## config.mk

```make
export PLATFORM = sky130hd
export DESIGN_NAME = reg_file
export DESIGN_NICKNAME = d
export VERILOG_FILES = /design/src/reg_file.sv
export VERILOG_INCLUDE_DIRS = /design/src
export SDC_FILE = /design/constraint.sdc
export NUM_CORES = 2
export LEC_CHECK = 0
export BUFFER_PORTS_ARGS = -buffer_cell sky130_fd_sc_hd__buf_4
export CAP_MARGIN = 20
export CELL_PAD_IN_SITES_DETAIL_PLACEMENT = 0
export CELL_PAD_IN_SITES_GLOBAL_PLACEMENT = 1
export CORE_AREA = 2 2 420 526
export DETAILED_ROUTE_END_ITERATION = 12
export DIE_AREA = 0 0 422 528
export PLACE_DENSITY = 0.75
export SLEW_MARGIN = 15
export SYNTH_ARGS = -nofsm -noshare
export SYNTH_HDL_FRONTEND = slang
export SYNTH_SLANG_ARGS = --single-unit
```

## constraint.sdc

```tcl
create_clock -name clk -period 6.35 [get_ports clk]
set_clock_uncertainty 0.05 [all_clocks]
set_input_delay 0.635 -clock clk [delete_from_list [all_inputs] [get_ports clk]]
set_output_delay 0.635 -clock clk [all_outputs]
set_load 0.03 [all_outputs]
```

## src/rv_idex_defines.svh

```systemverilog
`ifndef RV_IDEX_DEFINES_SVH
`define RV_IDEX_DEFINES_SVH

// datapath and pc width
`define XLEN 64

// register file geometry
`define REG_ADDR_W 5
`define REG_DEPTH 32

// pc value parked in the stage registers out of reset
`define RESET_PC 64'h0000_0000_8000_0000

`endif

```

## src/reg_file.sv

```systemverilog
`timescale 1ns/100ps
`default_nettype none
`include "rv_idex_defines.svh"

module reg_file (
    input  logic                   clk,
    input  logic                   rst_n,
    input  logic                   we_i,
    input  logic [`REG_ADDR_W-1:0] waddr_i,
    input  logic [`XLEN-1:0]       wdata_i,
    input  logic [`REG_ADDR_W-1:0] raddr1_i,
    input  logic [`REG_ADDR_W-1:0] raddr2_i,
    output logic [`XLEN-1:0]       rdata1_o,
    output logic [`XLEN-1:0]       rdata2_o
);

    logic [`XLEN-1:0] regs [`REG_DEPTH];

    always_ff @(posedge clk or negedge rst_n) begin
        if (!rst_n) begin
            for (int i = 0; i < `REG_DEPTH; i++) begin
                regs[i] <= '0;
            end
        end else if (we_i && (waddr_i != '0)) begin     // x0 stays zero
            regs[waddr_i] <= wdata_i;
        end
    end

    // async read without write-through
    assign rdata1_o = (raddr1_i == '0) ? '0 : regs[raddr1_i];
    assign rdata2_o = (raddr2_i == '0) ? '0 : regs[raddr2_i];

endmodule

`default_nettype wire

```

==> metrics.md <==
| Metric | Value |
|---|---|
| Status | `finished, final reports clean` |
| Critical path class | `primary input to output pin` |
| DRT Pass-1 Iters | `8` |
| Max clock buf depth | `4` |
| Reg clk slew, reported paths | `0.06 ns` |
| Main synth FF type | `dfrtp_1` |
| Setup TNS Final | `0 ns` |
| Count leader, synth | `dfrtp_1` |
| I/O Buffers | `209` |
| CTS root buf | `clkbuf_16` |
| Worst Setup End Kind | `output pin` |
| Syn_nets | `7045` |
| Register area share after synthesis | `0.4727` |
| Fmax achieved | `0.2177 GHz` |
| Multi-input logic area | `53920 sq um` |
| Die area | `222800 sq um` |
| Max FFs per register | `2048` |
| Drt wl/cell | `33.76 microns` |
| Ys async rst share | `1.000` |
| Row cnt | `192` |
| Core Box Area | `218100 sq um` |
| CTS resizes | `0` |
| Vias per std cell | `6.686` |
| Hpwl dp | `179800 microns` |
| Vias in the first global route | `69925` |
| Initial antenna violation count | `16` |
| Syn Area/Cell | `15.57 sq um` |
| Post-route DRC | `0` |
| Critical path arrival | `3.91 ns` |
| Commonest cells in the netlist | `dfrtp_1, mux2_2, mux4_2` |
| Area grow syn2layout | `9.999%` |
| Largest net degree at the start of global routing | `165` |
| Maxcap violations | `0` |
| Final Cycle Share | `0.7234` |
| Hold Crit Class | `primary input to flop` |
| DR vias | `65598` |
| Fin area | `119300 sq um` |
| Top-Level Pins | `210` |
| DIE HEIGHT | `528 microns` |
| Sequential Area | `51250 sq um` |
| FILL cells | `17645` |
| DP Area | `112100 sq um` |
| CTS Buf Count | `214` |
| Initial Util | `0.4971` |
| Share of layout cells above drive strength 1 | `0.5410` |
| Syn. warnings | `0` |
| CTS tree | `built` |
| Worst vdd ir | `202.5 uV` |
| Post-layout util | `0.5468` |
| Die Span X | `422 microns` |
| RSZ-0062 raised after global routing | `no` |
| Gpl congestion | `0.8076` |
| Routed Antenna Nets | `0` |
| Cell count after synthesis | `6963` |
| CTS H-Tree Depth | `4` |
| Top flop regs | `regs (2048)` |
| Worst Path Required | `5.66 ns` |
| Leakage | `51.93 nW` |
| Mapped Area | `108400 sq um` |
| Hold-fix buffers, CTS | `1` |
| Initial drt markers | `5474` |
| Hold Vio Cnt, Final | `0` |
| Post-synth EDFFs | `0` |
| PwrDens | `323.1 nW/um^2` |
| Largest Register | `regs` |
| Final setup fails | `0` |
| Rel. slew slack | `0.1989` |
| Synth Register Bits | `2048` |
| First-pass GRT wire length | `488100 microns` |
| Least-Margin Pin Slew | `1.199 ns` |
| Fin crit period | `4.593 ns` |
| Grt ovf | `0` |
| Postcts setup bufs | `0` |
| Top cell type's share of synthesized area | `0.4727` |
| Overall Global Routing Usage | `0.2979` |
| CTS Sinks | `2048` |
| CP Max Fanout | `20` |
| Worst Setup Start Kind | `primary input` |
| Synth area leaders | `dfrtp_1, mux2_2, mux4_2, mux2i_1, clkbuf_1` |
| Synth area leader | `dfrtp_1` |
| Clk_lat worst skew | `0.87 ns` |
| Fin nets | `6817` |
| Synth cell types | `48` |
| Max Slew Vio Count | `0` |
| Final wirelength | `331200 microns` |
metrics by stage:
stage / total power, W / hold slack [ns] / setup WS [ns] / cells
after CTS: 0.03872 / 0.1290 / 1.641 / 9805
final: 0.03854 / 0.1895 / 1.757 / 9811
after global routing: 0.04013 / 0.2043 / 1.751 / 9810
after floorplan: 0.02323 / 0.2894 / 2.380 / 6963
after detailed placement: 0.02580 / 0.3135 / 1.649 / 9427
after global placement: 0.02539 / 0.3104 / 1.790 / 9426
routing by layer:
layer | routed length (microns) | vias up | global-route usage | part of all wire
li1 | - | 26441 | - | -
met1 | 133400 | 36204 | 0.3918 | 0.40
met2 | 162400 | 2228 | 0.4933 | 0.49
met3 | 19670 | 707 | 0.04622 | 0.059
met4 | 15540 | 18 | 0.1285 | 0.047
met5 | 163 | - | 0.002381 | 0.00049
power breakdown:
part           total (W)  switching (W)  internal, W
Clock             0.0129        0.00541      0.00754
Combinational    0.00827        0.00341      0.00485
Sequential        0.0173        0.00179       0.0155
Total             0.0385         0.0106       0.0279
placed cells by master (no fill, tap or decap), types with 5 or more instances in the layout:
| master | n |
|---|---|
| clkbuf_1 | 46 |
| mux2_2 | 2008 |
| diode_2 | 5 |
| mux2_1 | 14 |
| nand2_1 | 27 |
| or2_1 | 71 |
| a22oi_1 | 26 |
| buf_4 | 307 |
| dfrtp_1 | 2048 |
| nor2_1 | 18 |
| nand2_4 | 13 |
| nand2b_1 | 9 |
| a22o_1 | 11 |
| o22ai_1 | 182 |
| bufinv_16 | 18 |
| nor2_4 | 12 |
| mux2i_1 | 520 |
| nor4_1 | 11 |
| a31o_2 | 13 |
| buf_8 | 6 |
| clkbuf_16 | 216 |
| clkbuf_8 | 52 |
| clkinv_2 | 36 |
| a211o_1 | 13 |
| o221ai_1 | 12 |
| and2_1 | 6 |
| nor3_1 | 17 |
| a211oi_1 | 14 |
| a21oi_1 | 13 |
| buf_12 | 44 |
| mux4_2 | 968 |
| a2111oi_0 | 7 |
| o22a_1 | 17 |
| nor2b_1 | 36 |
| nand3_1 | 8 |
critical path, stage by stage:
cell,delay [ns]
buf_4,0.47
nand2b_2,0.88
buf_4,0.42
a211oi_1,0.08
a2111oi_1,0.92
buf_4,0.29
buf_4,0.17
layout make-up:
class                           instances  area share
Antenna cell                            5   0.0001049
Timing Repair Buffer                  363     0.02809
Tap cell                             2910     0.03053
Clock buffer                          312     0.05254
Sequential cell                      2048      0.4297
Multi-Input combinational cell       4108      0.4521
Clock inverter                         65    0.006976
logic make-up after synthesis:
group / share of synthesized area
simple gates: 0.01409
mux: 0.4591
flops: 0.4727
compound gates: 0.02136
buf+inv: 0.03283
worst paths after layout:
path	slack [ns]	end	cells after the start	start
worst max register to register	5.47	regs[1618]$_DFFE_PN0P_	1	regs[1618]$_DFFE_PN0P_
worst min-delay path	0.19	regs[1886]$_DFFE_PN0P_	2	wdata_i[30]
min in group asynchronous	0.30	regs[97]$_DFFE_PN0P_	2	rst_n
worst min register to register	0.32	regs[2027]$_DFFE_PN0P_	0	regs[2027]$_DFFE_PN0P_
worst max-delay path	1.76	rdata2_o[18]	7	raddr2_i[4]
max in group asynchronous	3.89	regs[435]$_DFFE_PN0P_	4	rst_n
Power figures use the tool's default switching activity.
