$ cat src/rv_idex_defines.svh
`ifndef RV_IDEX_DEFINES_SVH
`define RV_IDEX_DEFINES_SVH

// datapath and pc width
`define XLEN 64

// register file geometry
`define REG_ADDR_W 5
`define REG_DEPTH 32

// pc value parked in the stage registers out of reset
`define RESET_PC 64'h0000_0000_8000_0000

`endif

$ cat src/rv_idex_pkg.sv
`default_nettype none
`include "rv_idex_defines.svh"

package rv_idex_pkg;

    typedef enum logic [2:0] {
        ALU_ADD,
        ALU_SUB,
        ALU_AND,
        ALU_OR,
        ALU_XOR,
        ALU_SLT,
        ALU_PASS_B                              // lui passes operand b straight through
    } alu_op_e;

    typedef enum logic [1:0] {
        FWD_REGFILE,
        FWD_FROM_EX,
        FWD_FROM_WB
    } fwd_sel_e;

    typedef struct packed {
        logic                   valid;
        logic [`XLEN-1:0]       pc;
        logic [`XLEN-1:0]       rs1_data;
        logic [`XLEN-1:0]       rs2_data;
        logic [`XLEN-1:0]       imm;
        alu_op_e                alu_op;
        logic                   use_imm;        // operand b from imm
        logic                   reg_we;         // never set for x0
        logic [`REG_ADDR_W-1:0] waddr;
        logic                   branch;
        logic                   bne;            // branch on not equal
        logic                   jal;
        logic                   jalr;
        logic                   ebreak;
    } id_ex_t;

    typedef struct packed {
        logic                   valid;
        logic                   we;
        logic [`REG_ADDR_W-1:0] waddr;
        logic [`XLEN-1:0]       wdata;
    } ex_wb_t;

    // id/ex contents after reset with everything idle at the boot pc
    localparam id_ex_t id_ex_reset = '{
        valid:    1'b0,
        pc:       `RESET_PC,
        rs1_data: '0,
        rs2_data: '0,
        imm:      '0,
        alu_op:   ALU_ADD,
        use_imm:  1'b0,
        reg_we:   1'b0,
        waddr:    '0,
        branch:   1'b0,
        bne:      1'b0,
        jal:      1'b0,
        jalr:     1'b0,
        ebreak:   1'b0
    };

endpackage

`default_nettype wire

$ cat src/hazard_ctrl.sv
`timescale 1ns/100ps
`default_nettype none
`include "rv_idex_defines.svh"

module hazard_ctrl import rv_idex_pkg::*; (
    input  logic                   clk,
    input  logic                   rst_n,
    input  logic [`REG_ADDR_W-1:0] rs1_addr_i,
    input  logic [`REG_ADDR_W-1:0] rs2_addr_i,
    input  logic [`REG_ADDR_W-1:0] ex_waddr_i,
    input  logic                   ex_dst_valid_i,
    input  logic [`REG_ADDR_W-1:0] wb_waddr_i,
    input  logic                   wb_dst_valid_i,
    input  logic                   redirect_i,
    input  logic                   ebreak_i,
    output fwd_sel_e               fwd1_sel_o,
    output fwd_sel_e               fwd2_sel_o,
    output logic                   id_flush_o,
    output logic                   halt_o
);

    logic halt_q;

    // youngest producer wins and x0 never forwards
    function automatic fwd_sel_e pick_src(
        input logic [`REG_ADDR_W-1:0] rs,
        input logic [`REG_ADDR_W-1:0] ex_waddr,
        input logic                   ex_hit_ok,
        input logic [`REG_ADDR_W-1:0] wb_waddr,
        input logic                   wb_hit_ok
    );
        fwd_sel_e sel;
        sel = FWD_REGFILE;
        if (rs != '0) begin
            if (ex_hit_ok && (rs == ex_waddr)) begin
                sel = FWD_FROM_EX;
            end else if (wb_hit_ok && (rs == wb_waddr)) begin
                sel = FWD_FROM_WB;
            end
        end
        return sel;
    endfunction

    always_comb begin
        fwd1_sel_o = pick_src(rs1_addr_i, ex_waddr_i, ex_dst_valid_i,
                              wb_waddr_i, wb_dst_valid_i);
        fwd2_sel_o = pick_src(rs2_addr_i, ex_waddr_i, ex_dst_valid_i,
                              wb_waddr_i, wb_dst_valid_i);
    end

    // sticky until reset
    always_ff @(posedge clk or negedge rst_n) begin
        if (!rst_n) begin
            halt_q <= 1'b0;
        end else if (ebreak_i) begin
            halt_q <= 1'b1;
        end
    end

    assign halt_o     = halt_q;
    assign id_flush_o = redirect_i | ebreak_i | halt_q;    // kill younger instr in id

endmodule

`default_nettype wire

$ cat config.mk
export PLATFORM = sky130hd
export DESIGN_NAME = hazard_ctrl
export DESIGN_NICKNAME = d
export VERILOG_FILES = /design/src/rv_idex_pkg.sv /design/src/hazard_ctrl.sv
export VERILOG_INCLUDE_DIRS = /design/src
export SDC_FILE = /design/constraint.sdc
export NUM_CORES = 1
export LEC_CHECK = 0
export BUFFER_PORTS_ARGS = -buffer_cell sky130_fd_sc_hd__buf_2
export CORE_AREA = 2 2 39 41
export CTS_BUF_LIST = sky130_fd_sc_hd__clkbuf_2 sky130_fd_sc_hd__clkbuf_4 sky130_fd_sc_hd__clkbuf_8
export CTS_CLUSTER_DIAMETER = 40
export DETAILED_ROUTE_END_ITERATION = 16
export DIE_AREA = 0 0 41 43
export PLACE_DENSITY = 0.66
export SKIP_CTS_REPAIR_TIMING = 1
export SLEW_MARGIN = 40
export SYNTH_ARGS = -nofsm -noshare
export SYNTH_HDL_FRONTEND = slang
export SYNTH_SLANG_ARGS = --single-unit
$ cat constraint.sdc
create_clock -name clk -period 1.5 [get_ports clk]
set_input_delay 0.075 -clock clk [delete_from_list [all_inputs] [get_ports clk]]
set_output_delay 0.075 -clock clk [all_outputs]
set_load 0.05 [all_outputs]
==> flow_summary.toml <==
[floorplan]
die_width_um = 41
start_util = 0.222
io_pins = 32
rows = 14
fp.dieArea_um2 = 1760
core_um2 = 1380
fp.dieH_um = 43

[synthesis]
syn_area_per_cell_um2 = 7.89
syn_inst = 39
yosys.area.top_type = "xnor2_1"
synth_compound_area_frac = 0
synth-warning-count = 0
yosysTopAreaCellShare = 0.341
async_flop_share = 1.00
synth_nets = 65
synth_edf_count = 0
ys_top_cells_by_count = "xnor2_1 (12), xor2_1 (8)"
ys_types = 13
yosys_register_bits = 1
synth-simple-area-share = 0.350
synth_top_family_by_area = "XOR/XNOR gates"
synthTopCellsByArea = "xnor2_1 (34%), xor2_1 (23%), dfrtp_1 (8.1%), nor4b_1 (5.7%), or4_1 (4.9%)"
synth_xor_area_frac = 0.569
ys_seq_area_frac = 0.0813
synth_mux_area_frac = 0
ys_dominant_reg_cell = "dfrtp_1"
synth.most_common_cell = "xnor2_1"
syn-cell-area_um2 = 308
synthAdderAreaFrac = 0

[place]
dp_hpwl_um = 791
gp_congestion = 0.795
port_buffers = 31

[status]
status = "finished, final reports clean"

[pwr]
irDropWorstVdd_mv = 0.171
p_per_area_nw_per_um2 = 292
power_uw = 147
p_leak_nw = 0.226

[grt]
grt_usage = 0.0942
grt_antenna_before_repair = 0
overflow = 0
grt_pass1_wl_um = 1230
grt_max_degree = 4
grt_pass1_vias = 320

[timing]
hold_violations = 0
grt_setup_unrepaired = "false"
worstMarginPinSlew_ps = 345
min_period_over_period = 0.865
min_period_ps = 1300
slew_headroom = 0.768
setup_viol = 0
slew_viol_final = 0
fin_skew_ps = 0
max_freq_ghz = 0.771
setup-tns-final_ps = 0

[worst_setup_path]
path_class = "primary input to primary output"
end_kind = "primary output"
startpoint = "ex_waddr_i[2]"
cp.required_ps = 1420
worstPathMaxFanout = 2
rr_startpoint = "halt_o"
start_kind = "primary input"
cp_data_arrival_time_ps = 1220

[finish]
antenna_cells = 0
post-route-util = 0.365
register_area_um2 = 25.0
final_nets = 99
syn_to_final_growth_pct = 64.2
multi_input_area_um2 = 295
drive_above_1_share = 0.507
largest_reg_flops = 1
fillCellCount = 151

[detailed_routing]
wl_um = 847
viasPerCell = 4.28
drc_errors = 0
dr_total_vias = 372
drt_iter0_drc = 6
wire_per_inst_um = 9.74
dr.pass1.iters = 2
ant_nets = 0

[hold_path]
hold_path_startpoint = "ebreak_i"
hp-class = "primary input to flip-flop"

[cts]
clock_latency_ps = 0
path_clk_slew_ps = 0

[job]
maxCapViolCount = 0
[routing by layer]
| metal | vias up | GRT usage | share of wire |
|---|---|---|---|
| met5 | - | 0 | 0 |
| met4 | 0 | 0 | 0 |
| met3 | 0 | 0 | 0.084 |
| met2 | 19 | 0.147 | 0.45 |
| met1 | 152 | 0.150 | 0.46 |
| li1 | 201 | - | - |
[path summary, 6_finish.rpt]
path	endpoint	slack (ps)	cells after the start
setup / recovery	fwd1_sel_o[1]	200	6
hold / removal	halt_o	290	2
setup reg to reg	halt_o	740	1
hold reg to reg	halt_o	470	1
max in group asynchronous	halt_o	1030	2
min in group asynchronous	halt_o	380	2
[where the power goes]
group	internal (mW)	switching [mW]	total, mW
registers	0.0275	0.0000000000000000325	0.0275
logic	0.0615	0.0584	0.120
clock network	0	0	0
total	0.0890	0.0584	0.147
[critical path: stages]
cell	delay [ps]
buf_2	110
xor2_1	150
nor4_1	370
nand3_1	130
nor4b_2	170
buf_2	210
[cells in the final DEF (no fill, tap or decap)]
master / synthesis / final
xor2_1: 8 / 8
dfrtp_1: 1 / 1
nor4b_2: 0 / 2
buf_2: 0 / 31
dlygate4sd3_1: 0 / 1
nand3_1: 2 / 2
nor2_2: 2 / 2
or3_1: 1 / 1
nand2_1: 2 / 2
nor4_1: 2 / 2
or2_2: 1 / 1
or4_1: 2 / 2
nor2_1: 2 / 2
nand4_1: 2 / 2
xnor2_1: 12 / 12
[cell families (layout without fill, tap and decap cells)]
logic type / count (synthesis) / in the layout
simple gates: 18 / 18
buf+inv: 0 / 32
xor+xnor: 20 / 20
flops: 1 / 1
[layout make-up]
cell class	count	share of cell area
repair buffers	32	0.327
well taps	16	0.0396
flip-flops and latches	1	0.0495
multi-input cells	38	0.584
[stage by stage]
stage / setup WS [ps] / instances / hold WS [ps] / cell area (µm²)
global route: 87.7 / 87 / 306 / 505
detailed placement: 236 / 86 / -149 / 495
finish: 202 / 87 / 290 / 505
global placement: 227 / 86 / -150 / 495
floorplan: 164 / 39 / -221 / 320
CTS: 237 / 86 / -149 / 495
No activity file was read; power rests on OpenSTA's default activity.
