**config.mk**
```make
export PLATFORM = sky130hd
export DESIGN_NAME = pipe_reg
export DESIGN_NICKNAME = d
export VERILOG_FILES = /design/src/rv_idex_pkg.sv /design/src/pipe_reg.sv
export VERILOG_INCLUDE_DIRS = /design/src
export SDC_FILE = /design/constraint.sdc
export NUM_CORES = 1
export LEC_CHECK = 0
export BUFFER_PORTS_ARGS = -buffer_cell sky130_fd_sc_hd__buf_2
export CORE_ASPECT_RATIO = 0.5
export CORE_UTILIZATION = 48
export DETAILED_ROUTE_END_ITERATION = 16
export PLACE_DENSITY = 0.9
export SYNTH_ARGS = -nofsm -noshare
export SYNTH_HDL_FRONTEND = slang
export SYNTH_SLANG_ARGS = --single-unit
```
**constraint.sdc**
```tcl
create_clock -name clk -period 2.1 [get_ports clk]
set_input_delay 0.105 -clock clk [delete_from_list [all_inputs] [get_ports clk]]
set_output_delay 0.105 -clock clk [all_outputs]
set_load 0.01 [all_outputs]
```
**src/rv_idex_defines.svh**
```systemverilog
`ifndef RV_IDEX_DEFINES_SVH
`define RV_IDEX_DEFINES_SVH

// datapath and pc width
`define XLEN 64

// register file geometry
`define REG_ADDR_W 5
`define REG_DEPTH 32

// pc value parked in the stage registers out of reset
`define RESET_PC 64'h0000_0000_8000_0000

`endif

```
**src/rv_idex_pkg.sv**
```systemverilog
`default_nettype none
`include "rv_idex_defines.svh"

package rv_idex_pkg;

    typedef enum logic [2:0] {
        ALU_ADD,
        ALU_SUB,
        ALU_AND,
        ALU_OR,
        ALU_XOR,
        ALU_SLT,
        ALU_PASS_B                              // lui passes operand b straight through
    } alu_op_e;

    typedef enum logic [1:0] {
        FWD_REGFILE,
        FWD_FROM_EX,
        FWD_FROM_WB
    } fwd_sel_e;

    typedef struct packed {
        logic                   valid;
        logic [`XLEN-1:0]       pc;
        logic [`XLEN-1:0]       rs1_data;
        logic [`XLEN-1:0]       rs2_data;
        logic [`XLEN-1:0]       imm;
        alu_op_e                alu_op;
        logic                   use_imm;        // operand b from imm
        logic                   reg_we;         // never set for x0
        logic [`REG_ADDR_W-1:0] waddr;
        logic                   branch;
        logic                   bne;            // branch on not equal
        logic                   jal;
        logic                   jalr;
        logic                   ebreak;
    } id_ex_t;

    typedef struct packed {
        logic                   valid;
        logic                   we;
        logic [`REG_ADDR_W-1:0] waddr;
        logic [`XLEN-1:0]       wdata;
    } ex_wb_t;

    // id/ex contents after reset with everything idle at the boot pc
    localparam id_ex_t id_ex_reset = '{
        valid:    1'b0,
        pc:       `RESET_PC,
        rs1_data: '0,
        rs2_data: '0,
        imm:      '0,
        alu_op:   ALU_ADD,
        use_imm:  1'b0,
        reg_we:   1'b0,
        waddr:    '0,
        branch:   1'b0,
        bne:      1'b0,
        jal:      1'b0,
        jalr:     1'b0,
        ebreak:   1'b0
    };

endpackage

`default_nettype wire

```
**src/pipe_reg.sv**
```systemverilog
`timescale 1ns/100ps
`default_nettype none

module pipe_reg import rv_idex_pkg::*; #(
    parameter type      payload_t = ex_wb_t,
    parameter payload_t rst_val   = '0
) (
    input  logic     clk,
    input  logic     rst_n,
    input  logic     en_i,
    input  logic     flush_i,
    input  payload_t d_i,
    output payload_t q_o
);

    payload_t flushed;

    // bubble keeps the payload and only drops the valid bit
    always_comb begin
        flushed       = d_i;
        flushed.valid = 1'b0;
    end

    always_ff @(posedge clk or negedge rst_n) begin
        if (!rst_n) begin
            q_o <= rst_val;
        end else if (flush_i) begin             // flush wins over enable
            q_o <= flushed;
        end else if (en_i) begin
            q_o <= d_i;
        end
    end

endmodule

`default_nettype wire

```
==> results by group <==
Clocking
  – Clk Tree Root Cell: sky130_fd_sc_hd__clkbuf_8
  – TritonCTS clock tree: yes
  – Clk Latency, worst-skew pair: between 0.3 and 0.4 ns
  – Clock slew at reported path FFs: roughly 0.07 ns
  – Total of cells resized after clock tree synthesis: 0
  – Clk buf depth: 2
  – Clk sink count: 71
  – Hold_buf cts: 60
  – Max H-tree Level: 3
  – Inserted Clock Buffers: 9
  – Number of buffers inserted to repair setup after CTS: 0

Die
  – Die Ht: 55.01 um
  – Core Box Area: between 0.005 and 0.006 mm2
  – Die Outline Area: 0.005942 mm2
  – Row count: 18
  – Width of the die: ~110 um
  – Top-Level Pins: 146
  – Initial Utilization: roughly 52%

Setup path
  – Cell with the largest stage delay on the worst path: sky130_fd_sc_hd__dlygate4sd3_1
  – Series of cell instances along the critical path: dlygate4sd3_1 -> buf_2 -> nor2_4 -> buf_4 -> mux2_2
  – Setup slack, reg-to-reg: 1.28 ns
  – Critical Path Start Type: input pin
  – Critical path capture point: q_o[11]$_DFFE_PN0P_
  – Crit path launch: flush_i
  – Classification of the worst setup path: in -> reg
  – CP endpoint kind: flop
  – R2r startpoint: q_o[11]$_DFFE_PN0P_
  – Reg2reg end: q_o[11]$_DFFE_PN0P_
  – Worst-path fanout max: 50
  – Family with the most delay on the worst path: buffers and inverters
  – Worst Reg-to-Reg Cells: 1
  – Arrival time of the worst setup path: 1.87 ns
  – Count of buffer and inverter cells on the critical path: 3
  – Worst EP required: around 2.3 ns
  – Largest stage delay on the critical path: 0.56 ns
  – Depth of the critical timing path with buffers and inverters included: 5

Logic synthesis
  – Main area contributors after synthesis: sky130_fd_sc_hd__dfrtp_1 (66%), sky130_fd_sc_hd__mux2_2 (27%), sky130_fd_sc_hd__clkbuf_8 (3.6%)
  – Post-synthesis instance area: about 0.0027 mm2
  – Post-Synthesis Mean Instance Area: 17.86 um2
  – Flops & latches, synth: ~70
  – Library cell occupying the most area in the post-synthesis netlist: sky130_fd_sc_hd__dfrtp_1
  – Share of synthesized area occupied by flip-flops and latches: between 60% and 70%
  – Number of standard cells after synthesis: 151
  – Synthesis warning total: 0
  – Synthesized net count: ~230
  – Cell variety after synth: 8
  – Top-area cell type share of the netlist area: between 60% and 70%

STA
  – Post-route setup TNS: 0 ns
  – Crit path time final: approximately 1.7 ns
  – Final max-slew violation count: 0
  – Min setup slack post-route: 0.4431 ns
  – Final setup fails: 0
  – Worst-margin pin slew: about 0.63 ns
  – Share of the cycle needed by the critical path after routing: 78.90%
  – Setup Skew: 0 ns
  – Endpoints failing hold: 0
  – Max Clk Rate: 0.6035 GHz
  – Slew headroom: approximately three fifths
  – Unrepaired setup endpoints after global routing: no

Job
  – Max-cap violations: 0

Drt
  – Wire per inst: 17.31 um
  – Met2 wirelength from detailed routing: 4.207 mm
  – DRC Markers: 0
  – Drt first pass iters: 4
  – Wire length on met1: about 2.8 mm
  – Via/cell ratio: 4.891
  – Uppermost metal layer occupied by signal nets: met4
  – Remaining antenna violation count after routing: 0
  – Met3 wire length: 343 um
  – Violation count after the first detailed-routing iteration: 64
  – Final WL: 7.601 mm
  – Total number of vias: approximately 2100

Finish
  – Reg with most FFs: q_o
  – Layout cells sized above 1: 61.79%
  – Number of standard cells in the layout, taps in and fillers out: 439
  – Area Growth Syn to Fin: 56.08%
  – Number of flip-flops in the largest register: 71
  – Ant. Diodes: 0
  – Number of nets in the layout: 441
  – Registers with the highest flip-flop counts: q_o (71)

Global route
  – Largest net degree at the start of global routing: 51
  – Gr usage total: between 20% and 30%
  – Global-route wire length before repair: roughly 11 mm
  – Initial antenna violation count: 0
  – Global-route congestion overflow total: 0
  – Vias in the first global route: 2265

Pwr
  – Power density over cell area: 706.9 mW/mm2
  – Highest ir drop seen on vdd: 0.4961 mV
  – Leakage power of the design: just over 2 nW
  – Overall Power: 0.002976 W

Placement
  – Gp weighted congestion: 0.7142
  – Port Buffer Count: roughly 150
  – Minimum setup slack after placement: around 0.68 ns
  – Cell count after placement: 363
  – Hpwl dp: 4.264 mm

Outcome
  – Status: completed

Worst hold path
  – Class of the most critical hold timing path: in -> reg
==> per-layer routing <==
layer,vias up,track usage (%)
met4,0,18.95
met1,1076,27.72
li1,956,-
met3,24,8.314
met2,91,51.06
met5,-,0
==> report_power, final <==
| part | internal, W | leakage [nW] | switching [W] |
|---|---|---|---|
| registers | 0.00148 | 0.830 | 0.0000619 |
| logic | 0.000311 | 1.13 | 0.000242 |
| clock network | 0.000413 | 0.0761 | 0.000466 |
==> metrics by stage <==
step	util (%)	hold slack [ns]	area [um2]
after floorplan	-	-0.1906	2698
after detailed placement	66.79	0.1568	3445
after global placement	66.79	0.1412	3445
after CTS	81.25	0.0002888	4190
final	81.64	0.01310	4210
after global routing	81.64	0.0009458	4210
==> cells in the final DEF (no fill, tap or decap), drive strengths merged <==
master / instances
dlygate4sd3: 62
mux2i: 1
mux2: 70
buf: 149
nor2: 2
clkinv: 2
clkbuf: 12
dfrtp: 71
==> final cells by class <==
cell class                 count  area [um2]
multi-input combinational     73       824.5
sequential                    71        1777
clock inverter                 2       10.01
fill                         267       947.2
timing repair buffer         211        1376
clock buffer                  12       135.1
tap                           70       87.58
==> logic make-up (layout without fill, tap and decap cells) <==
kind of cell / after synthesis / in the layout / synth area share, %
mux: 71 / 71 / 30.01
flops: 71 / 71 / 65.86
buf+inv: 7 / 225 / 3.571
simple gates: 2 / 2 / 0.5564
==> synth_stat cells <==
library cell / n
sky130_fd_sc_hd__nor2_4: 1
sky130_fd_sc_hd__mux2_2: 64
sky130_fd_sc_hd__dfrtp_1: 71
sky130_fd_sc_hd__mux2_4: 3
sky130_fd_sc_hd__mux2_1: 3
sky130_fd_sc_hd__clkbuf_8: 7
sky130_fd_sc_hd__mux2i_1: 1
sky130_fd_sc_hd__nor2_1: 1
==> worst min path at each step <==
stage             from                   to  slack [ns]  cells after the start
2_1_floorplan    rst_n   q_o[0]$_DFFE_PN0P_       -0.19                      0
3_3_place_gp     rst_n  q_o[49]$_DFFE_PN0P_        0.14                      1
3_5_place_dp     rst_n  q_o[55]$_DFFE_PN0P_        0.16                      1
4_1_cts        d_i[62]  q_o[62]$_DFFE_PN0P_      0.0003                      2
5_1_grt        d_i[62]  q_o[62]$_DFFE_PN0P_      0.0009                      2
6_report       d_i[17]  q_o[17]$_DFFE_PN0P_        0.01                      2
Power figures use the tool's default switching activity.
