--- src/rv_idex_defines.svh ---
`ifndef RV_IDEX_DEFINES_SVH
`define RV_IDEX_DEFINES_SVH

// datapath and pc width
`define XLEN 64

// register file geometry
`define REG_ADDR_W 5
`define REG_DEPTH 32

// pc value parked in the stage registers out of reset
`define RESET_PC 64'h0000_0000_8000_0000

`endif

--- src/rv_idex_pkg.sv ---
`default_nettype none
`include "rv_idex_defines.svh"

package rv_idex_pkg;

    typedef enum logic [2:0] {
        ALU_ADD,
        ALU_SUB,
        ALU_AND,
        ALU_OR,
        ALU_XOR,
        ALU_SLT,
        ALU_PASS_B                              // lui passes operand b straight through
    } alu_op_e;

    typedef enum logic [1:0] {
        FWD_REGFILE,
        FWD_FROM_EX,
        FWD_FROM_WB
    } fwd_sel_e;

    typedef struct packed {
        logic                   valid;
        logic [`XLEN-1:0]       pc;
        logic [`XLEN-1:0]       rs1_data;
        logic [`XLEN-1:0]       rs2_data;
        logic [`XLEN-1:0]       imm;
        alu_op_e                alu_op;
        logic                   use_imm;        // operand b from imm
        logic                   reg_we;         // never set for x0
        logic [`REG_ADDR_W-1:0] waddr;
        logic                   branch;
        logic                   bne;            // branch on not equal
        logic                   jal;
        logic                   jalr;
        logic                   ebreak;
    } id_ex_t;

    typedef struct packed {
        logic                   valid;
        logic                   we;
        logic [`REG_ADDR_W-1:0] waddr;
        logic [`XLEN-1:0]       wdata;
    } ex_wb_t;

    // id/ex contents after reset with everything idle at the boot pc
    localparam id_ex_t id_ex_reset = '{
        valid:    1'b0,
        pc:       `RESET_PC,
        rs1_data: '0,
        rs2_data: '0,
        imm:      '0,
        alu_op:   ALU_ADD,
        use_imm:  1'b0,
        reg_we:   1'b0,
        waddr:    '0,
        branch:   1'b0,
        bne:      1'b0,
        jal:      1'b0,
        jalr:     1'b0,
        ebreak:   1'b0
    };

endpackage

`default_nettype wire

--- src/inst_decoder.sv ---
`timescale 1ns/100ps
`default_nettype none
`include "rv_idex_defines.svh"

module inst_decoder import rv_idex_pkg::*; (
    input  logic [31:0]            instr_i,
    input  logic                   instr_valid_i,
    input  logic [`XLEN-1:0]       pc_i,
    output id_ex_t                 dec_o,
    output logic [`REG_ADDR_W-1:0] rs1_addr_o,
    output logic [`REG_ADDR_W-1:0] rs2_addr_o
);

    localparam logic [6:0] opc_op     = 7'b0110011;
    localparam logic [6:0] opc_op_imm = 7'b0010011;
    localparam logic [6:0] opc_lui    = 7'b0110111;
    localparam logic [6:0] opc_branch = 7'b1100011;
    localparam logic [6:0] opc_jal    = 7'b1101111;
    localparam logic [6:0] opc_jalr   = 7'b1100111;
    localparam logic [31:0] ebreak_word = 32'h0010_0073;

    logic [6:0]             opcode;
    logic [2:0]             funct3;
    logic [6:0]             funct7;
    logic [`REG_ADDR_W-1:0] rd;
    logic [`REG_ADDR_W-1:0] rs1;
    logic [`REG_ADDR_W-1:0] rs2;
    logic [`XLEN-1:0]       imm_i;
    logic [`XLEN-1:0]       imm_u;
    logic [`XLEN-1:0]       imm_b;
    logic [`XLEN-1:0]       imm_j;
    logic                   known;
    logic                   writes_rd;

    assign opcode = instr_i[6:0];
    assign funct3 = instr_i[14:12];
    assign funct7 = instr_i[31:25];
    assign rd     = instr_i[11:7];
    assign rs1    = instr_i[19:15];
    assign rs2    = instr_i[24:20];

    // sign extended immediates per format
    assign imm_i = {{(`XLEN-12){instr_i[31]}}, instr_i[31:20]};
    assign imm_u = {{(`XLEN-32){instr_i[31]}}, instr_i[31:12], 12'b0};
    assign imm_b = {{(`XLEN-13){instr_i[31]}}, instr_i[31], instr_i[7],
                    instr_i[30:25], instr_i[11:8], 1'b0};
    assign imm_j = {{(`XLEN-21){instr_i[31]}}, instr_i[31], instr_i[19:12],
                    instr_i[20], instr_i[30:21], 1'b0};

    always_comb begin
        dec_o        = '0;
        dec_o.pc     = pc_i;
        dec_o.alu_op = ALU_ADD;
        rs1_addr_o   = '0;                      // unused sources forward nothing
        rs2_addr_o   = '0;
        known        = 1'b1;
        writes_rd    = 1'b0;
        case (opcode)
            opc_op: begin
                rs1_addr_o = rs1;
                rs2_addr_o = rs2;
                writes_rd  = 1'b1;
                case ({funct7, funct3})
                    {7'h00, 3'b000}: dec_o.alu_op = ALU_ADD;
                    {7'h20, 3'b000}: dec_o.alu_op = ALU_SUB;
                    {7'h00, 3'b111}: dec_o.alu_op = ALU_AND;
                    {7'h00, 3'b110}: dec_o.alu_op = ALU_OR;
                    {7'h00, 3'b100}: dec_o.alu_op = ALU_XOR;
                    {7'h00, 3'b010}: dec_o.alu_op = ALU_SLT;
                    default:         known = 1'b0;
                endcase
            end
            opc_op_imm: begin
                rs1_addr_o    = rs1;
                writes_rd     = 1'b1;
                dec_o.use_imm = 1'b1;
                dec_o.imm     = imm_i;
                known         = (funct3 == 3'b000);     // addi only
            end
            opc_lui: begin
                writes_rd     = 1'b1;
                dec_o.use_imm = 1'b1;
                dec_o.imm     = imm_u;
                dec_o.alu_op  = ALU_PASS_B;
            end
            opc_branch: begin
                rs1_addr_o   = rs1;
                rs2_addr_o   = rs2;
                dec_o.imm    = imm_b;
                dec_o.branch = 1'b1;
                dec_o.bne    = funct3[0];
                known        = (funct3[2:1] == 2'b00);  // beq, bne
            end
            opc_jal: begin
                writes_rd = 1'b1;
                dec_o.imm = imm_j;
                dec_o.jal = 1'b1;
            end
            opc_jalr: begin
                rs1_addr_o = rs1;
                writes_rd  = 1'b1;
                dec_o.imm  = imm_i;
                dec_o.jalr = 1'b1;
                known      = (funct3 == 3'b000);
            end
            default: begin
                dec_o.ebreak = (instr_i == ebreak_word);
                known        = dec_o.ebreak;            // anything else is a bubble
            end
        endcase
        dec_o.valid  = instr_valid_i & known;
        dec_o.reg_we = writes_rd & (rd != '0);
        dec_o.waddr  = rd;
    end

endmodule

`default_nettype wire

--- config.mk ---
export PLATFORM = sky130hd
export DESIGN_NAME = inst_decoder
export DESIGN_NICKNAME = d
export VERILOG_FILES = /design/src/rv_idex_pkg.sv /design/src/inst_decoder.sv
export VERILOG_INCLUDE_DIRS = /design/src
export SDC_FILE = /design/constraint.sdc
export NUM_CORES = 1
export LEC_CHECK = 0
export BUFFER_PORTS_ARGS = -buffer_cell sky130_fd_sc_hd__buf_2
export CAP_MARGIN = 20
export CELL_PAD_IN_SITES_DETAIL_PLACEMENT = 2
export CELL_PAD_IN_SITES_GLOBAL_PLACEMENT = 2
export CORE_ASPECT_RATIO = 0.6
export CORE_MARGIN = 3
export CORE_UTILIZATION = 12
export DETAILED_ROUTE_END_ITERATION = 8
export GPL_TIMING_DRIVEN = 1
export PLACE_DENSITY = 0.81
export SETUP_SLACK_MARGIN = 0.15
export SLEW_MARGIN = 40
export SYNTH_ARGS = -nofsm -noshare
export SYNTH_HDL_FRONTEND = slang
export SYNTH_SLANG_ARGS = --single-unit
--- constraint.sdc ---
create_clock -name vclk -period 2.6
set_input_delay 0.13 -clock vclk [all_inputs]
set_output_delay 0.13 -clock vclk [all_outputs]
set_load 0.02 [all_outputs]
==> metrics.yaml, run 1 <==
timing:
  fmax_ghz: 0.496
  fin_setup_tns_ns: 0
  final_max_slew_viol_count: 0
  min_period_ns: 2.02
  worst_slew_pin_slew_ns: 0.510
  rsz0062_at_grt: "no"
  finalSetupViolCount: 0
  max-slew-margin-rel: 0.660
  fin_ws_ns: 0.583
  finalHoldViolations: 0
  finalCritPeriodShare: 0.776
final_layout:
  fin_nets: 467
  multiInputGateArea_um2: 1240
  nClkBuffers: 0
  drive_gt1_frac: 0.378
  syn_to_final_growth_pct: -12.3
  fillCellCount: 2540
  register_area_um2: 0
  flops_and_latches: 0
  num_antenna_cells: 0
placement:
  dp_hpwl_um: 9520
  gp_congestion: 0.742
  io_buffer_count: 123
  pre_cts_slack_ns: 0.542
routing:
  wl_per_cell_um: 16.5
  drt-initial-drc-count: 81
  routed_via_density: 2.80
  firstDrtPassIters: 4
  drc: 0
  via_count: 1797
  ant_nets: 0
  wirelength_um: 10600
die:
  initial_core_util: 0.125
  die_w_um: 194
  placeableCoreArea_um2: 20400
  io_pins: 379
  rows: 40
  die_area_um2: 23000
  die_y_um: 119
critical_path:
  cp.arrival_ns: 1.89
  path_max_fanout: 33
  worstSetupEndpointType: "primary output"
  path_class: "input pin to primary output"
  start_kind: "input pin"
  cp.required_ns: 2.47
hold_path:
  holdPathEnd: "dec_o[207]"
  hold_path_class: "input pin to primary output"
  hold_depth: 0
  min-delay-start: "pc_i[0]"
run:
  maxCapViolCount: 0
power:
  switching_power_uw: 276
  ir_drop_mv: 0.0238
  powerDensity_nw_per_um2: 147
  power_frac_seq: 0
  p_clk_frac: 0
  p_sw_frac: 0.845
  p_leak_uw: 0.00150
  p_comb_frac: 1.000
  power_report.internal_total_uw: 50.8
synth:
  synth_cell_types: 42
  synth_area_um2: 2540
  seq_area_frac_synth: 0
  ys_warn_count: 0
  synth_cells: 352
  synth_area_per_cell_um2: 7.21
grt:
  grt_antenna_before_repair: 0
  grt_pass1_wl_um: 14500
  grt-ovfl-total: 0
  grt_max_degree: 34
  grt_pass1_vias: 1841
  grtUsageTotal: 0.0830
run_status:
  status: "finished, final reports clean"
clock_tree:
  postCtsSetupBuffers: 0
  cts-resized-gates: 0
  hold_buffers: 0
==> per-stage QoR <==
stage          power, µW  area (µm²)  instances  utilization  hold WS, ns
2_1_floorplan        543        3010        479            -        0.316
3_3_place_gp         320        2220        641        0.109        0.260
3_5_place_dp         322        2220        641        0.109        0.260
4_1_cts              323        2220        641        0.109        0.260
5_1_grt              354        2220        641        0.109        0.260
6_report             327        2220        641        0.109        0.260
==> how the worst max path moves through the flow <==
stage,startpoint,cells after the start,endpoint
finish,instr_i[3],7,dec_o[78]
CTS,instr_i[3],7,dec_o[50]
detailed placement,instr_i[3],7,dec_o[50]
global placement,instr_i[3],7,dec_o[50]
floorplan,instr_i[3],8,dec_o[47]
global route,instr_i[3],7,dec_o[57]
==> cells by family after synthesis <==
logic type / count (synthesis) / synth area share
other cells: 1 / 0.00148
xor+xnor: 3 / 0.0104
buf+inv: 238 / 0.699
simple gates: 70 / 0.169
compound gates: 40 / 0.120
==> critical path: stages <==
cell	delay, ns
buf_2	0.18
and3b_1	0.42
nand3_1	0.27
nor2_1	0.25
o21a_1	0.14
buf_4	0.26
buf_2	0.22
==> Yosys cell counts (all sizes together) <==
cell     count  area (µm²)
a21o        20         150
and3b        1        8.76
inv          1        3.75
nor4b        1        8.76
a221oi       1        8.76
xor2         2        17.5
xnor2        1        8.76
o21ai        1        5.00
nand2b       1        6.26
nor3         4        20.0
o211a        1        10.0
nand3        3        15.0
a21oi        9        63.8
nand4        3        18.8
or4b         1        13.8
clkbuf       2        7.51
nand2        8        30.0
and3         8        50.1
nand4b       1        8.76
nor3b        2        15.0
and2        14        95.1
nor2b        1        6.26
o21a         1        7.51
a22oi        2        15.0
conb         1        3.75
buf        235        1760
nand3b       2        15.0
nor2        12        47.6
and2b        1        7.51
a22o         4        35.0
or4          2        18.8
o2111ai      1        8.76
nor4         5        43.8
==> placed cells by master (no fill, tap or decap), types with 2 or more instances in the layout <==
cell      count
a21o_1       20
a21oi_1       6
a21oi_2       2
a22o_1        4
a22oi_1       2
and2_1        9
and2_2        4
and3_1        8
buf_2       123
buf_4         3
conb_1      128
nand2_1       8
nand3_1       3
nand3b_1      2
nand4_1       3
nor2_1       11
nor3_1        4
nor3b_1       2
nor4_1        3
nor4_2        2
xor2_1        2
==> power by group through the flow <==
stage / Clock [µW] / Sequential (µW) / Combinational, µW
4_1_cts: 0 / 0 / 323
3_3_place_gp: 0 / 0 / 320
5_1_grt: 0 / 0 / 354
6_report: 0 / 0 / 327
3_5_place_dp: 0 / 0 / 322
2_1_floorplan: 0 / 0 / 543
==> per-layer routing <==
metal | wire (µm) | part of all wire | vias to the layer above | GRT usage
met1 | 4500 | 0.43 | 851 | 0.105
met5 | 0 | 0 | - | 0
met3 | 1180 | 0.11 | 2 | 0.0439
met2 | 4900 | 0.46 | 120 | 0.132
li1 | - | - | 824 | -
met4 | 5 | 0.00047 | 0 | 0.00181
==> layout make-up <==
type	count	area share
inverter	1	0.00169
multi-input combinational	241	0.558
tap	273	0.154
timing repair buffer	126	0.287
(Power assumes the default switching activity.)
==> run 2, diff against run 1 <==
==> constraint.sdc (replaced) <==
create_clock -name vclk -period 1.9
set_input_delay 0.095 -clock vclk [all_inputs]
set_output_delay 0.095 -clock vclk [all_outputs]
set_load 0.02 [all_outputs]
==> run 2 against run 1 <==
Worst hold slack lost 0.070 ns. Via count grew 9.8%. Non-clock buffer count grew 17. Die area is the same. Core utilization grew 1.8 points. Critical path depth grew 1. Global-route usage shrank 0.22 points. Final area grew 16%.
==> metrics.yaml, run 2 (synthesis gave the netlist of run 1 again) <==
critical_path:
  crit_buf_inv: 3  # unchanged
  start_kind: "input pin"
  path_common_cell: "buf_6"
  slowest_delay_ns: 0.53  # +0.11 ns
  worstPathCellList: "buf_6 > or4_4 > nor2_4 > buf_6 > nand4_1 > nor4_2 > o211a_1 > buf_6"
  worstSetupEndpointType: "primary output"
  crit_family: "simple AND/OR/NAND/NOR gates"
  critPathSlowestCell: "or4_4"
  path_max_fanout: 3  # -91%
  path_class: "input pin to primary output"
  cp.arrival_ns: 1.69  # -0.20 ns
  cp.required_ns: 1.80  # -0.67 ns
power:
  power_uw: 499  # +53%
  ir_drop_mv: 0.0407  # +71%
  powerDensity_nw_per_um2: 193  # +31%
  power_frac_seq: 0  # unchanged
  p_sw_frac: 0.795  # -0.0496
  switching_power_uw: 397  # +44%
  p_comb_frac: 1.000  # about the same
  p_clk_frac: 0  # unchanged
  p_leak_uw: 0.00164  # +9.1%
  power_report.internal_total_uw: 102  # +100%
final_layout:
  fin_nets: 488  # +4.5%
  layout_common_cells: "conb_1 (128), buf_2 (104), a21o_1 (20), buf_4 (20), buf_6 (17)"
  final_common_cell: "conb_1"
  drive_gt1_frac: 0.424  # +0.0464
  nClkBuffers: 0  # unchanged
  syn_to_final_growth_pct: 1.87
  flops_and_latches: 0  # unchanged
  num_antenna_cells: 0  # unchanged
  register_area_um2: 0  # unchanged
timing:
  fmax_ghz: 0.559
  max-slew-margin-rel: 0.618  # -0.0417
  fin_setup_tns_ns: 0  # unchanged
  finalHoldViolations: 0  # unchanged
  min_period_ns: 1.79
  finalSetupViolCount: 0  # unchanged
  finalCritPeriodShare: 0.942
  rsz0062_at_grt: "yes"
  final_max_slew_viol_count: 0  # unchanged
  worst_slew_pin_slew_ns: 0.568  # +0.0583 ns
die:
  die_w_um: 194  # unchanged
  rows: 40  # unchanged
  io_pins: 379  # unchanged
  die_y_um: 119  # unchanged
  placeableCoreArea_um2: 20400  # unchanged
  die_area_um2: 23000  # unchanged
  initial_core_util: 0.125  # unchanged
grt:
  grt_pass1_wl_um: 14400  # -0.71%
  grtUsageMet1: 0.102  # -0.00307
  busiest_layer: "met2"
  grt_pass1_vias: 1977  # +7.4%
  grt-ovfl-total: 0  # unchanged
  grtUsageTotal: 0.0808  # -0.00223
  grt_util_met3: 0.0345  # -0.00940
  grt_use_met2: 0.134  # +0.00132
  grt_antenna_before_repair: 0  # unchanged
  grt_max_degree: 18  # -47%
hold_path:
  hold_depth: 0  # unchanged
  min-delay-start: "pc_i[33]"
  hold_path_class: "input pin to primary output"
  holdPathEnd: "dec_o[240]"
routing:
  wl_per_cell_um: 16.8  # +1.5%
  wirelength_um: 11100  # +4.8%
  firstDrtPassIters: 4  # unchanged
  via_count: 1973  # +9.8%
  drt-initial-drc-count: 58  # -28%
  routed_via_density: 2.98  # +6.3%
  drc: 0  # unchanged
  ant_nets: 0  # unchanged
placement:
  io_buffer_count: 123  # unchanged
  gp_congestion: 0.808  # +8.8%
  dp_hpwl_um: 9160  # -3.8%
run:
  maxCapViolCount: 0  # unchanged
run_status:
  status: "finished, final reports clean"
clock_tree:
  hold_buffers: 0  # unchanged
-- run 2: worst max path at each step --
stage	from	end	slack, ns	depth (start not counted)
final	instr_i[10]	dec_o[271]	0.11	8
after global routing	instr_i[10]	dec_o[271]	0.006	8
after CTS	instr_i[9]	dec_o[271]	0.10	8
after detailed placement	instr_i[9]	dec_o[271]	0.12	8
after global placement	instr_i[9]	dec_o[271]	0.14	8
after floorplan	instr_i[3]	dec_o[47]	0.22	8
-- run 2: stage by stage --
stage,cell area [µm²],hold WS [ns],util,cells,setup slack (ns)
2_1_floorplan,3020,0.246,-,479,0.220
3_3_place_gp,2320,0.190,0.114,653,0.144
3_5_place_dp,2320,0.190,0.114,653,0.120
4_1_cts,2330,0.190,0.114,654,0.100
5_1_grt,2580,0.190,0.127,662,0.00588
6_report,2580,0.190,0.127,662,0.111
-- run 2: repair_timing --
action                     in CTS  in global routing
setup buffers                   0                  5
setup endpoints to repair      34                 61
pin swaps                       0                  9
gates resized for setup         0                 55
gates cloned                    1                  3
-- run 2: metal layers --
layer / vias to the layer above / share of wire
met4: 2 / 0.0029
met1: 959 / 0.43
met3: 12 / 0.094
met2: 128 / 0.47
li1: 872 / -
met5: - / 0.0033
-- run 2: cell type report --
type               count  area (µm²)
repair buffers       143         902
fillers             2507       17800
well taps            273         342
inverters              1        3.75
multi-input cells    245        1340
-- run 2: power groups by stage --
stage | clock [µW] | sequential, µW | combinational [µW]
floorplan | 0 | 0 | 743
global placement | 0 | 0 | 458
detailed placement | 0 | 0 | 461
CTS | 0 | 0 | 463
global route | 0 | 0 | 537
finish | 0 | 0 | 499
==> run 3, diff against run 2 <==
--- a/config.mk
+++ b/config.mk
@@ -16,7 +16,7 @@
 export DETAILED_ROUTE_END_ITERATION = 8
 export GPL_TIMING_DRIVEN = 1
 export PLACE_DENSITY = 0.81
-export SETUP_SLACK_MARGIN = 0.15
+export SETUP_SLACK_MARGIN = 0.02
 export SLEW_MARGIN = 40
 export SYNTH_ARGS = -nofsm -noshare
 export SYNTH_HDL_FRONTEND = slang
==> run 3 against run 2 <==
Final area down 9.3%. Critical path depth unchanged. Sequential cell count unchanged. Total power down 6.2%. Sequential share of layout area unchanged. Final cell count down 1.1%. Via count down 3.6%. Die area unchanged. Worst setup slack better by 0.083 ns. Global-route usage down 0.16 points.
==> metrics.yaml, run 3 (synthesis gave the netlist of run 1 again) <==
timing:
  fin_setup_tns_ns: 0  # unchanged
  hold_ws_ns: 0.190  # unchanged
  finalHoldViolations: 0  # unchanged
  worst_slew_pin_slew_ns: 0.629  # +0.0604 ns
  finalCritPeriodShare: 0.898  # -0.0438
  max-slew-margin-rel: 0.578  # -0.0406
  rsz0062_at_grt: "no"
  fmax_ghz: 0.586  # +4.9%
  final_max_slew_viol_count: 0  # unchanged
  min_period_ns: 1.71  # -0.0833 ns
  finalSetupViolCount: 0  # unchanged
hold_path:
  hold_path_class: "input pin to primary output"
power:
  powerDensity_nw_per_um2: 200  # +3.5%
  p_leak_uw: 0.00157  # -3.7%
  ir_drop_mv: 0.0448  # +10%
critical_path:
  cp.arrival_ns: 1.61  # -0.08 ns
  path_max_fanout: 3  # unchanged
  critPathCapture: "dec_o[271]"
  cp-startpoint: "instr_i[9]"
  worstSetupEndpointType: "primary output"
  path_class: "input pin to primary output"
  cp.required_ns: 1.80  # about the same
  start_kind: "input pin"
routing:
  drt-initial-drc-count: 62  # +6.9%
  drc: 0  # unchanged
  ant_nets: 0  # unchanged
  wl_per_cell_um: 15.6  # -6.8%
  firstDrtPassIters: 4  # unchanged
  wirelength_um: 10200  # -7.8%
  routed_via_density: 2.90  # -2.6%
  via_count: 1902  # -3.6%
die:
  die_w_um: 194  # unchanged
  die_area_um2: 23000  # unchanged
  die_y_um: 119  # unchanged
  io_pins: 379  # unchanged
  rows: 40  # unchanged
  placeableCoreArea_um2: 20400  # unchanged
  initial_core_util: 0.125  # unchanged
placement:
  io_buffer_count: 123  # unchanged
  gp_congestion: 0.741  # -8.2%
  dp_cells: 655  # +0.31%
  dp_hpwl_um: 9120  # -0.43%
final_layout:
  final_cells: 655  # -1.1%
  nClkBuffers: 0  # unchanged
  layout_common_cells: "conb_1 (128), buf_2 (123), a21o_1 (20)"
  drive_gt1_frac: 0.403  # -0.0210
  final_common_cell: "conb_1"
  fillCellCount: 2521  # +0.56%
  flops_and_latches: 0  # unchanged
  syn_to_final_growth_pct: -7.65
  num_antenna_cells: 0  # unchanged
  register_area_um2: 0  # unchanged
  fin_nets: 481  # -1.4%
grt:
  grt-ovfl-total: 0  # unchanged
  grt_antenna_before_repair: 0  # unchanged
  grtUsageMet1: 0.101  # -0.00119
  busiest_layer: "met2"
  grt_util_met3: 0.0433  # +0.00883
  grtUsageTotal: 0.0792  # -0.00157
  grt_use_met2: 0.125  # -0.00882
  grt_max_degree: 34  # +16
  grt_pass1_vias: 1934  # -2.2%
  grt_pass1_wl_um: 14200  # -1.4%
clock_tree:
  hold_buffers: 0  # unchanged
  cts-resized-gates: 0  # unchanged
  postCtsSetupBuffers: 0  # unchanged
run_status:
  status: "finished, final reports clean"
run:
  maxCapViolCount: 0  # unchanged
==> run 3: changes by cell type in the layout (fill, tap and decap cells not counted), moves of 2 or more <==
cell,before,now
buf_2,104,123
and2_4,4,1
nor2_1,9,11
nor2_4,3,0
and2_2,2,4
buf_4,20,16
buf_6,17,0
o21a_4,3,0
==> run 3: final cells by class <==
| type | count | area, µm² | share of cell area |
|---|---|---|---|
| inverters | 1 | 3.75 | 0.00160 |
| well taps | 273 | 342 | 0.146 |
| repair buffers | 140 | 756 | 0.323 |
| multi-input cells | 241 | 1240 | 0.530 |
==> run 3: metrics by stage <==
stage | instance area (µm²) | total power [µW] | setup slack, ns | util
4_1_cts | 2340 | 462 | 0.170 | 0.115
2_1_floorplan | 3010 | 743 | 0.0505 | -
3_5_place_dp | 2340 | 461 | 0.182 | 0.115
3_3_place_gp | 2340 | 458 | 0.200 | 0.115
6_report | 2340 | 468 | 0.194 | 0.115
5_1_grt | 2340 | 507 | 0.0569 | 0.115
==> run 3: critical path, cell delays in order <==
cell and delay [ns]:
buf_2 0.11, or4_1 0.51, nor2_1 0.11, buf_4 0.14, nand4_1 0.10, nor4_2 0.20
o211a_1 0.17, buf_2 0.16
==> run 3: how the worst min path moves through the flow <==
stage            endpoint         from  slack (ns)  cells past startpoint
3_5_place_dp   dec_o[210]      pc_i[3]        0.19                      0
2_1_floorplan    dec_o[0]  instr_i[30]        0.25                      1
3_3_place_gp   dec_o[210]      pc_i[3]        0.19                      0
5_1_grt        dec_o[222]     pc_i[15]        0.19                      0
6_report       dec_o[207]      pc_i[0]        0.19                      0
4_1_cts        dec_o[210]      pc_i[3]        0.19                      0
==> run 3: where the power goes <==
part	switching [µW]	internal [µW]	total (µW)	leakage [µW]
sequential	0	0	0	0
combinational	386	82.0	468	0.00157
clock	0	0	0	0
total	386	82.0	468	0.00157
==> run 3: routing by layer <==
layer | vias up | share of wire
met2 | 139 | 0.46
li1 | 857 | -
met4 | 0 | 0.00039
met1 | 902 | 0.41
met3 | 4 | 0.13
met5 | - | 0
